[src/common/tmds_pkg.sv]
// TMDS definitions for the DVI encoders
// symbol width, control tokens and running disparity

package tmds_pkg;

    typedef logic [9:0] tmds_word_t;  // one 10-bit symbol

    // control pair {c1,c0} sent during blanking
    typedef enum logic [1:0] {
        ctrl_00 = 2'b00,
        ctrl_01 = 2'b01,
        ctrl_10 = 2'b10,
        ctrl_11 = 2'b11
    } tmds_ctrl_e;

    typedef logic signed [4:0] disparity_t;  // running DC bias, always even

    // DVI 1.0 control token for a control pair
    function automatic tmds_word_t ctrl_symbol(input tmds_ctrl_e c);
        tmds_word_t sym;
        case (c)
            ctrl_00: sym = 10'b1101010100;
            ctrl_01: sym = 10'b0010101011;
            ctrl_10: sym = 10'b0101010100;
            default: sym = 10'b1010101011;  // ctrl_11
        endcase
        return sym;
    endfunction

endpackage

[src/common/video_pkg.sv]
// video types shared by the timing controller and the painter
// raster position and sync bundle, pixel colour and line phase

package video_pkg;

    typedef logic [11:0] coord_t;  // unsigned screen coordinate

    // one scan position with its syncs, travels down the pipeline
    typedef struct packed {
        coord_t sx;     // horizontal position
        coord_t sy;     // vertical position
        logic   hsync;  // active high
        logic   vsync;  // active high
        logic   de;     // data enable, high in the active area
    } raster_t;

    // 24-bit colour, one byte per lane
    typedef struct packed {
        logic [7:0] r;
        logic [7:0] g;
        logic [7:0] b;
    } pixel_t;

    // where a counter sits within its line or frame
    typedef enum logic [1:0] {
        phase_active = 2'd0,
        phase_front  = 2'd1,
        phase_sync   = 2'd2,
        phase_back   = 2'd3
    } line_phase_e;

    // yellow strokes on dark blue, each nibble doubled into a byte
    localparam pixel_t paint_colour = '{r: 8'hff, g: 8'hcc, b: 8'h00};
    localparam pixel_t back_colour  = '{r: 8'h11, g: 8'h33, b: 8'h77};

endpackage
[src/design/hello_top.sv]
// hello world video top level
// timing controller, bitmap painter and three TMDS encoders (blue, green, red)

`timescale 1ns/1ps

module hello_top #(
    parameter int h_active   = 1280,  // 720p defaults
    parameter int h_front    = 110,
    parameter int h_sync     = 40,
    parameter int h_back     = 220,
    parameter int v_active   = 720,
    parameter int v_front    = 5,
    parameter int v_sync     = 5,
    parameter int v_back     = 20,
    parameter int scale_log2 = 6
) (
    input  logic                 clk_pix,
    input  logic                 arst_n,
    output tmds_pkg::tmds_word_t tmds_ch0,    // blue plus syncs
    output tmds_pkg::tmds_word_t tmds_ch1,    // green
    output tmds_pkg::tmds_word_t tmds_ch2,    // red
    output logic                 frame_start  // frame alignment strobe
);

    video_pkg::raster_t raster;    // scan position, stage 0
    video_pkg::raster_t raster_q;  // aligned with pixel, stage 1
    video_pkg::pixel_t  pixel;

    display_timing #(
        .h_active(h_active), .h_front(h_front), .h_sync(h_sync), .h_back(h_back),
        .v_active(v_active), .v_front(v_front), .v_sync(v_sync), .v_back(v_back)
    ) i_display_timing (
        .clk_pix, .arst_n, .raster, .frame_start
    );

    bitmap_paint #(.scale_log2(scale_log2)) i_bitmap_paint (
        .clk_pix, .arst_n, .raster, .pixel, .raster_q
    );

    tmds_encoder i_tmds_ch0 (
        .clk_pix, .arst_n, .data(pixel.b), .ctrl({raster_q.vsync, raster_q.hsync}),
        .de(raster_q.de), .symbol(tmds_ch0)
    );

    tmds_encoder i_tmds_ch1 (
        .clk_pix, .arst_n, .data(pixel.g), .ctrl(2'b00), .de(raster_q.de), .symbol(tmds_ch1)
    );

    tmds_encoder i_tmds_ch2 (
        .clk_pix, .arst_n, .data(pixel.r), .ctrl(2'b00), .de(raster_q.de), .symbol(tmds_ch2)
    );

endmodule

[src/tmds/tmds_encoder.sv]
// DVI TMDS encoder for one channel
// 8b/10b transition minimizing with DC balance, control tokens in blanking

`timescale 1ns/1ps

module tmds_encoder (
    input  logic                clk_pix,
    input  logic                arst_n,
    input  logic [7:0]          data,    // colour lane
    input  logic [1:0]          ctrl,    // {c1,c0} for blanking
    input  logic                de,      // high sends data, low sends ctrl
    output tmds_pkg::tmds_word_t symbol  // registered 10-bit symbol
);

    logic [3:0]           n1_d;      // ones in data
    logic                 use_xnor;  // xnor chain gives fewer transitions
    logic [8:0]           q_m;       // transition minimized word
    logic [3:0]           n1_q;      // ones in q_m[7:0]
    tmds_pkg::disparity_t bal;       // ones minus zeros in q_m[7:0]
    tmds_pkg::disparity_t cnt;       // running disparity
    tmds_pkg::disparity_t cnt_next;
    tmds_pkg::tmds_word_t word;      // encoded data symbol

    // stage 1: minimize transitions
    always_comb begin
        n1_d = '0;
        for (int i = 0; i < 8; i++) n1_d = n1_d + 4'(data[i]);
        use_xnor = (n1_d > 4'd4) || ((n1_d == 4'd4) && !data[0]);
        q_m[0]   = data[0];
        for (int i = 1; i < 8; i++)
            q_m[i] = use_xnor ? ~(q_m[i-1] ^ data[i]) : (q_m[i-1] ^ data[i]);
        q_m[8] = ~use_xnor;  // 1 marks xor chaining
    end

    // stage 2: balance dc, maybe invert the low byte
    always_comb begin
        n1_q = '0;
        for (int i = 0; i < 8; i++) n1_q = n1_q + 4'(q_m[i]);
        bal = tmds_pkg::disparity_t'({n1_q, 1'b0} - 5'd8);  // 2*n1 - 8
        if (cnt == 0 || bal == 0) begin
            word     = {~q_m[8], q_m[8], q_m[8] ? q_m[7:0] : ~q_m[7:0]};
            cnt_next = q_m[8] ? cnt + bal : cnt - bal;
        end else if ((cnt > 0 && bal > 0) || (cnt < 0 && bal < 0)) begin
            word     = {1'b1, q_m[8], ~q_m[7:0]};  // invert to pull bias back
            cnt_next = cnt - bal + (q_m[8] ? 5'sd2 : 5'sd0);
        end else begin
            word     = {1'b0, q_m[8], q_m[7:0]};
            cnt_next = cnt + bal - (q_m[8] ? 5'sd0 : 5'sd2);
        end
    end

    always_ff @(posedge clk_pix or negedge arst_n) begin
        if (!arst_n) begin
            symbol <= tmds_pkg::ctrl_symbol(tmds_pkg::ctrl_00);
            cnt    <= '0;
        end else if (de) begin
            symbol <= word;
            cnt    <= cnt_next;
        end else begin
            symbol <= tmds_pkg::ctrl_symbol(tmds_pkg::tmds_ctrl_e'(ctrl));
            cnt    <= '0;  // bias restarts every blanking interval
        end
    end

endmodule

[src/design/bitmap_paint.sv]
// bitmap painter
// looks up the scaled scan position in a 20x11 bitmap and picks the colour

`timescale 1ns/1ps

module bitmap_paint #(
    parameter int scale_log2 = 6  // each bitmap cell is 2**scale_log2 pixels square
) (
    input  logic               clk_pix,
    input  logic               arst_n,
    input  video_pkg::raster_t raster,
    output video_pkg::pixel_t  pixel,    // colour for raster_q
    output video_pkg::raster_t raster_q  // raster delayed to line up with pixel
);

    localparam int bmap_w = 20;  // columns
    localparam int bmap_h = 11;  // rows

    // msb first so column 0 is the leftmost pixel
    localparam logic [0:bmap_w-1] bmap [bmap_h] = '{
        20'b1010_1110_1000_1000_0110,  // h e l l o
        20'b1010_1000_1000_1000_1010,
        20'b1110_1100_1000_1000_1010,
        20'b1010_1000_1000_1000_1010,
        20'b1010_1110_1110_1110_1100,
        20'b0000_0000_0000_0000_0000,  // gap between words
        20'b1010_0110_1110_1000_1100,  // w o r l d
        20'b1010_1010_1010_1000_1010,
        20'b1010_1010_1100_1000_1010,
        20'b1110_1010_1010_1000_1010,
        20'b1110_1100_1010_1110_1110
    };

    video_pkg::coord_t col;     // bitmap column of this pixel
    video_pkg::coord_t row;     // bitmap row of this pixel
    logic              in_map;  // position lands inside the bitmap
    logic              set;     // bitmap bit is on

    always_comb begin
        col    = raster.sx >> scale_log2;
        row    = raster.sy >> scale_log2;
        in_map = (col < video_pkg::coord_t'(bmap_w)) && (row < video_pkg::coord_t'(bmap_h));
        set    = 1'b0;
        if (in_map) set = bmap[row[3:0]][col[4:0]];  // 11 rows fit 4 bits, 20 cols fit 5
    end

    always_ff @(posedge clk_pix or negedge arst_n) begin
        if (!arst_n) begin
            pixel    <= '0;  // black
            raster_q <= '0;  // blanking, syncs low
        end else begin
            raster_q <= raster;
            if (!raster.de)
                pixel <= '0;  // black outside the active area
            else if (set)
                pixel <= video_pkg::paint_colour;
            else
                pixel <= video_pkg::back_colour;
        end
    end

endmodule

[src/design/display_timing.sv]
// display timing controller
// scans the screen, tracks line and frame phases, drives position and syncs

`timescale 1ns/1ps

module display_timing #(
    parameter int h_active = 1280,
    parameter int h_front  = 110,
    parameter int h_sync   = 40,
    parameter int h_back   = 220,
    parameter int v_active = 720,
    parameter int v_front  = 5,
    parameter int v_sync   = 5,
    parameter int v_back   = 20
) (
    input  logic                clk_pix,
    input  logic                arst_n,
    output video_pkg::raster_t  raster,      // registered scan state
    output logic                frame_start  // high at (0,0)
);

    // last position of each phase
    localparam video_pkg::coord_t h_end_act  = video_pkg::coord_t'(h_active - 1);
    localparam video_pkg::coord_t h_end_fp   = video_pkg::coord_t'(h_active + h_front - 1);
    localparam video_pkg::coord_t h_end_sync =
        video_pkg::coord_t'(h_active + h_front + h_sync - 1);
    localparam video_pkg::coord_t h_end_all  =
        video_pkg::coord_t'(h_active + h_front + h_sync + h_back - 1);
    localparam video_pkg::coord_t v_end_act  = video_pkg::coord_t'(v_active - 1);
    localparam video_pkg::coord_t v_end_fp   = video_pkg::coord_t'(v_active + v_front - 1);
    localparam video_pkg::coord_t v_end_sync =
        video_pkg::coord_t'(v_active + v_front + v_sync - 1);
    localparam video_pkg::coord_t v_end_all  =
        video_pkg::coord_t'(v_active + v_front + v_sync + v_back - 1);

    video_pkg::line_phase_e h_phase, h_phase_next;  // horizontal phase
    video_pkg::line_phase_e v_phase, v_phase_next;  // vertical phase
    video_pkg::coord_t      sx_next, sy_next;
    logic                   h_end;  // last pixel of the line
    logic                   v_end;  // last line of the frame

    // step one phase forward when pos hits the end of the current one
    function automatic video_pkg::line_phase_e next_phase(
        input video_pkg::line_phase_e ph,
        input video_pkg::coord_t      pos,
        input video_pkg::coord_t      end_act,
        input video_pkg::coord_t      end_fp,
        input video_pkg::coord_t      end_sync,
        input video_pkg::coord_t      end_all
    );
        video_pkg::line_phase_e nxt;
        nxt = ph;
        case (ph)
            video_pkg::phase_active: if (pos == end_act)  nxt = video_pkg::phase_front;
            video_pkg::phase_front:  if (pos == end_fp)   nxt = video_pkg::phase_sync;
            video_pkg::phase_sync:   if (pos == end_sync) nxt = video_pkg::phase_back;
            default:                 if (pos == end_all)  nxt = video_pkg::phase_active;
        endcase
        return nxt;
    endfunction

    always_comb begin
        h_end   = (raster.sx == h_end_all);
        v_end   = (raster.sy == v_end_all);
        sx_next = h_end ? '0 : raster.sx + 1'b1;
        sy_next = raster.sy;
        if (h_end) sy_next = v_end ? '0 : raster.sy + 1'b1;  // wrap after last line
        h_phase_next = next_phase(h_phase, raster.sx, h_end_act, h_end_fp, h_end_sync,
                                  h_end_all);
        // vertical phase only moves at the end of a line
        v_phase_next = h_end ? next_phase(v_phase, raster.sy, v_end_act, v_end_fp,
                                          v_end_sync, v_end_all) : v_phase;
    end

    always_ff @(posedge clk_pix or negedge arst_n) begin
        if (!arst_n) begin
            raster  <= '{sx: '0, sy: '0, hsync: 1'b0, vsync: 1'b0, de: 1'b1};  // (0,0) is active
            h_phase <= video_pkg::phase_active;
            v_phase <= video_pkg::phase_active;
        end else begin
            raster.sx    <= sx_next;
            raster.sy    <= sy_next;
            raster.hsync <= (h_phase_next == video_pkg::phase_sync);
            raster.vsync <= (v_phase_next == video_pkg::phase_sync);
            raster.de    <= (h_phase_next == video_pkg::phase_active) &&
                            (v_phase_next == video_pkg::phase_active);
            h_phase      <= h_phase_next;
            v_phase      <= v_phase_next;
        end
    end

    assign frame_start = (raster.sx == '0) && (raster.sy == '0);  // first pixel of frame

endmodule

[config.mk]
export PLATFORM = sky130hd
export DESIGN_NAME = hello_top
export DESIGN_NICKNAME = d
export VERILOG_FILES = /design/src/common/tmds_pkg.sv /design/src/common/video_pkg.sv /design/src/design/hello_top.sv /design/src/tmds/tmds_encoder.sv /design/src/design/bitmap_paint.sv /design/src/design/display_timing.sv
export SDC_FILE = /design/constraint.sdc
export NUM_CORES = 1
export LEC_CHECK = 0
export BUFFER_PORTS_ARGS = -buffer_cell sky130_fd_sc_hd__buf_4
export CAP_MARGIN = 20
export CELL_PAD_IN_SITES_DETAIL_PLACEMENT = 0
export CELL_PAD_IN_SITES_GLOBAL_PLACEMENT = 1
export CORE_UTILIZATION = 34
export CTS_BUF_LIST = sky130_fd_sc_hd__clkbuf_4 sky130_fd_sc_hd__clkbuf_8
export DETAILED_ROUTE_END_ITERATION = 6
export PLACE_DENSITY = 0.72
export SLEW_MARGIN = 10
export SYNTH_ARGS = -nofsm -noshare
export SYNTH_HDL_FRONTEND = slang
export SYNTH_SLANG_ARGS = --single-unit
[constraint.sdc]
create_clock -name clk_pix -period 4.5 [get_ports clk_pix]
set_clock_uncertainty 0.2 [all_clocks]
set_input_delay 0.9 -clock clk_pix [delete_from_list [all_inputs] [get_ports clk_pix]]
set_output_delay 0.9 -clock clk_pix [all_outputs]
set_load 0.1 [all_outputs]
==> results.py <==
metrics = {
    "outcome": {
        "status": "complete, but fails checks",
        "violations": "design-rule violations",
    },
    "grt": {
        "groute.layer.met2.usage_pct": 24.2,
        "grt_max_degree": 69,
        "grt_pass1_vias": 3855,
        "antenna_found_initial": 0,
        "globalRouteMet3Util_pct": 3.95,
        "grt.total_usage_pct": 14.9,
        "use_met1_pct": 19.6,
        "grt_pass1_wl_um": 19100,
        "overflow": 0,
        "grt.busiest_layer": "met2",
    },
    "floorplan": {
        "core_um2": 14700,
        "ios": 33,
        "fp.dieH_um": 126,
        "dieArea_um2": 15800,
        "start_util_pct": 35.4,
        "num_rows": 44,
        "die-width_um": 126,
    },
    "timing": {
        "rsz0062_at_grt": "false",
        "layout_setup_ws_ps": 846,
        "fin_crit_sh_pct": 81.2,
        "max_freq_ghz": 0.274,
        "drv_slew": 0,
        "relSlewSlack_pct": 42.1,
        "tightest_slew_ps": 868,
        "setup_violations": 0,
        "period_minus_slack_ps": 3650,
        "tns_ps": 0,
        "fin_hold_ws_ps": 155,
        "finalHoldViolCount": 0,
    },
    "hold_path": {
        "whs_endpoint": "i_bitmap_paint.raster_q[1]",
        "min_path_type": "register to register",
        "hp-start": "i_display_timing.raster[1]",
        "hold_depth": 0,
    },
    "placement": {
        "dp_cells": 739,
        "io_buffers": 32,
        "post-place-ws_ps": 858,
        "gp_congestion": 0.865,
        "detailed_place.area_um2": 5470,
        "hpwl_um": 8050,
    },
    "clock_network": {
        "cts_setup_buffers": 0,
        "clk_pin_slew_ps": 80,
        "h-tree-depth": 3,
        "postCtsHoldBufs": 0,
        "root_buffer": "clkbuf_8",
        "cts_resized": 0,
        "numCtsBuffers": 9,
        "cts.sinks": 68,
        "clk_path_buf_depth": 2,
        "cts_tree": "built",
        "clkLatencyLatePin_ps": 360,
    },
    "logic_synthesis": {
        "synth-compound-area-share_pct": 16.8,
        "synth.avg_cell_area_um2": 9.37,
        "synth_simple_gate_area_share_pct": 21.3,
        "yosysTopAreaCell": "dfrtp_1",
        "yosysUniqueCellTypes": 87,
        "synthTopCellsByCount": "55 x dfrtp_1, 55 x ha_1, 41 x nand2_1",
        "synth_mux_area_share_pct": 2.24,
        "synth_top_family_by_area": "simple AND/OR/NAND/NOR gates",
        "synth_seq_cells": 68,
        "synth_top_area_share_pct": 26.5,
        "synth_cells": 555,
        "synth_edf_count": 0,
        "seq_area_frac_synth_pct": 33.0,
        "netlist_area_um2": 5200,
        "synth_top_flop_cell": "dfrtp_1",
        "synth_fa_ha_area_share_pct": 14.0,
        "yosysWarnings": 0,
        "synthesis.nets": 614,
        "synth-xor-area-share_pct": 5.56,
        "ys_top_cells_by_area": "dfrtp_1 26%, ha_1 13%, dfstp_2 6.6%",
        "async_flop_share_pct": 100,
    },
    "routing": {
        "drc": 6,
        "drtIter0Drc": 254,
        "routed_wl_um": 11100,
        "wl_per_cell_um": 14.7,
        "via_count": 4035,
        "dr.pass1.iters": 7,
        "vias_per_cell": 5.34,
        "ant_nets": 0,
    },
    "worst_setup_path": {
        "critPathKind": "register to register",
        "required_ps": 4530,
        "cp_max_fo": 15,
        "r2r_slack_ps": 850,
        "reg2reg_from": "i_bitmap_paint.pixel[13]",
        "crit_path_end_kind": "register",
        "r2r_end": "i_tmds_ch1.cnt[3]",
        "critPathLaunchType": "register",
        "reg2reg_depth": 12,
        "worst_ep_arrival_time_ps": 3680,
    },
    "finish": {
        "final_util_pct": 38.6,
        "num_antenna_cells": 0,
        "area_growth_pct": 9.15,
        "finalNonFillerCells": 755,
        "fin_area_um2": 5670,
        "layout.nets": 625,
        "drive_gt1_share_pct": 16.1,
    },
    "power_and_ir_drop": {
        "power.density_nw_per_um2": 200,
        "p_leak_nw": 2.49,
        "power_mw": 1.13,
        "irDropWorstVdd_mv": 0.101,
    },
    "job": {
        "cap_violations": 0,
    },
}
-- cells in the final DEF (no fill, tap or decap), drive strengths merged, types with 6 or more instances in the layout --
cell type / netlist / layout
a211oi: 7 / 7
a21oi: 25 / 25
a31oi: 8 / 8
and2: 6 / 6
and3: 8 / 8
buf: 26 / 35
clkbuf: 9 / 9
dfrtp: 55 / 55
dfstp: 13 / 13
ha: 55 / 55
inv: 38 / 38
mux2i: 9 / 9
nand2: 41 / 41
nand2b: 10 / 10
nand3: 20 / 20
nand3b: 6 / 6
nand4: 9 / 9
nor2: 38 / 38
nor2b: 11 / 11
nor4: 8 / 8
o211ai: 12 / 12
o21ai: 30 / 30
o31ai: 6 / 6
or3: 7 / 7
xnor2: 19 / 19
xor2: 11 / 11
-- cell type report --
cell class / instances / area [µm²]
fillers: 1452 / 9020
multi-input cells: 414 / 3120
flip-flops and latches: 68 / 1720
repair buffers: 35 / 263
well taps: 184 / 230
inverters: 38 / 143
clock buffers: 9 / 124
clock inverters: 7 / 77.6
-- cell families after synthesis --
family          Yosys count
flops                    68
mux                      11
buf+inv                  73
fa+ha+maj                57
compound gates          123
simple gates            193
xor+xnor                 30
-- layer usage --
| layer | share of wire [%] | wire length, µm | vias up |
|---|---|---|---|
| met4 | 1.1 | 122 | 0 |
| li1 | - | - | 1988 |
| met3 | 4.8 | 527 | 13 |
| met5 | 0 | 0 | - |
| met1 | 47 | 5190 | 1945 |
| met2 | 47 | 5250 | 89 |
-- power breakdown --
part | internal [mW] | switching [mW]
combinational | 0.000523 | 0.0116
clock | 0.258 | 0.253
sequential | 0.611 | 0
-- worst max-delay path, cell delays in order, from the launching register on --
cell and delay (ps):
dfrtp_1 330, buf_4 230, inv_1 210, ha_1 490, nor2_1 280, ha_1 230
inv_1 60, fa_1 510, ha_1 240, xor2_1 140, or3_1 310, a21oi_1 210
a2111oi_2 80
-- state kept, by name (all words and copies together) (netlist names), 3 cells and up --
name and count:
i_tmds_ch2.cnt 4, i_display_timing.raster 27, i_tmds_ch0.symbol 6, i_tmds_ch2.symbol 8, i_tmds_ch0.cnt 4, i_tmds_ch1.symbol 6, i_bitmap_paint.pixel 3, i_tmds_ch1.cnt 4
-- how the worst max path moves through the flow --
stage / from / to / slack (ps) / depth (start not counted)
2_1_floorplan: i_display_timing.raster[15] / frame_start / 460 / 4
3_3_place_gp: i_bitmap_paint.pixel[13] / i_tmds_ch1.cnt[3] / 980 / 12
3_5_place_dp: i_bitmap_paint.pixel[13] / i_tmds_ch1.cnt[3] / 860 / 12
4_1_cts: i_bitmap_paint.pixel[13] / i_tmds_ch1.cnt[3] / 830 / 12
5_1_grt: i_bitmap_paint.pixel[13] / i_tmds_ch1.cnt[3] / 610 / 12
6_report: i_bitmap_paint.pixel[13] / i_tmds_ch1.cnt[3] / 850 / 12
No activity file was read; power rests on OpenSTA's default activity.
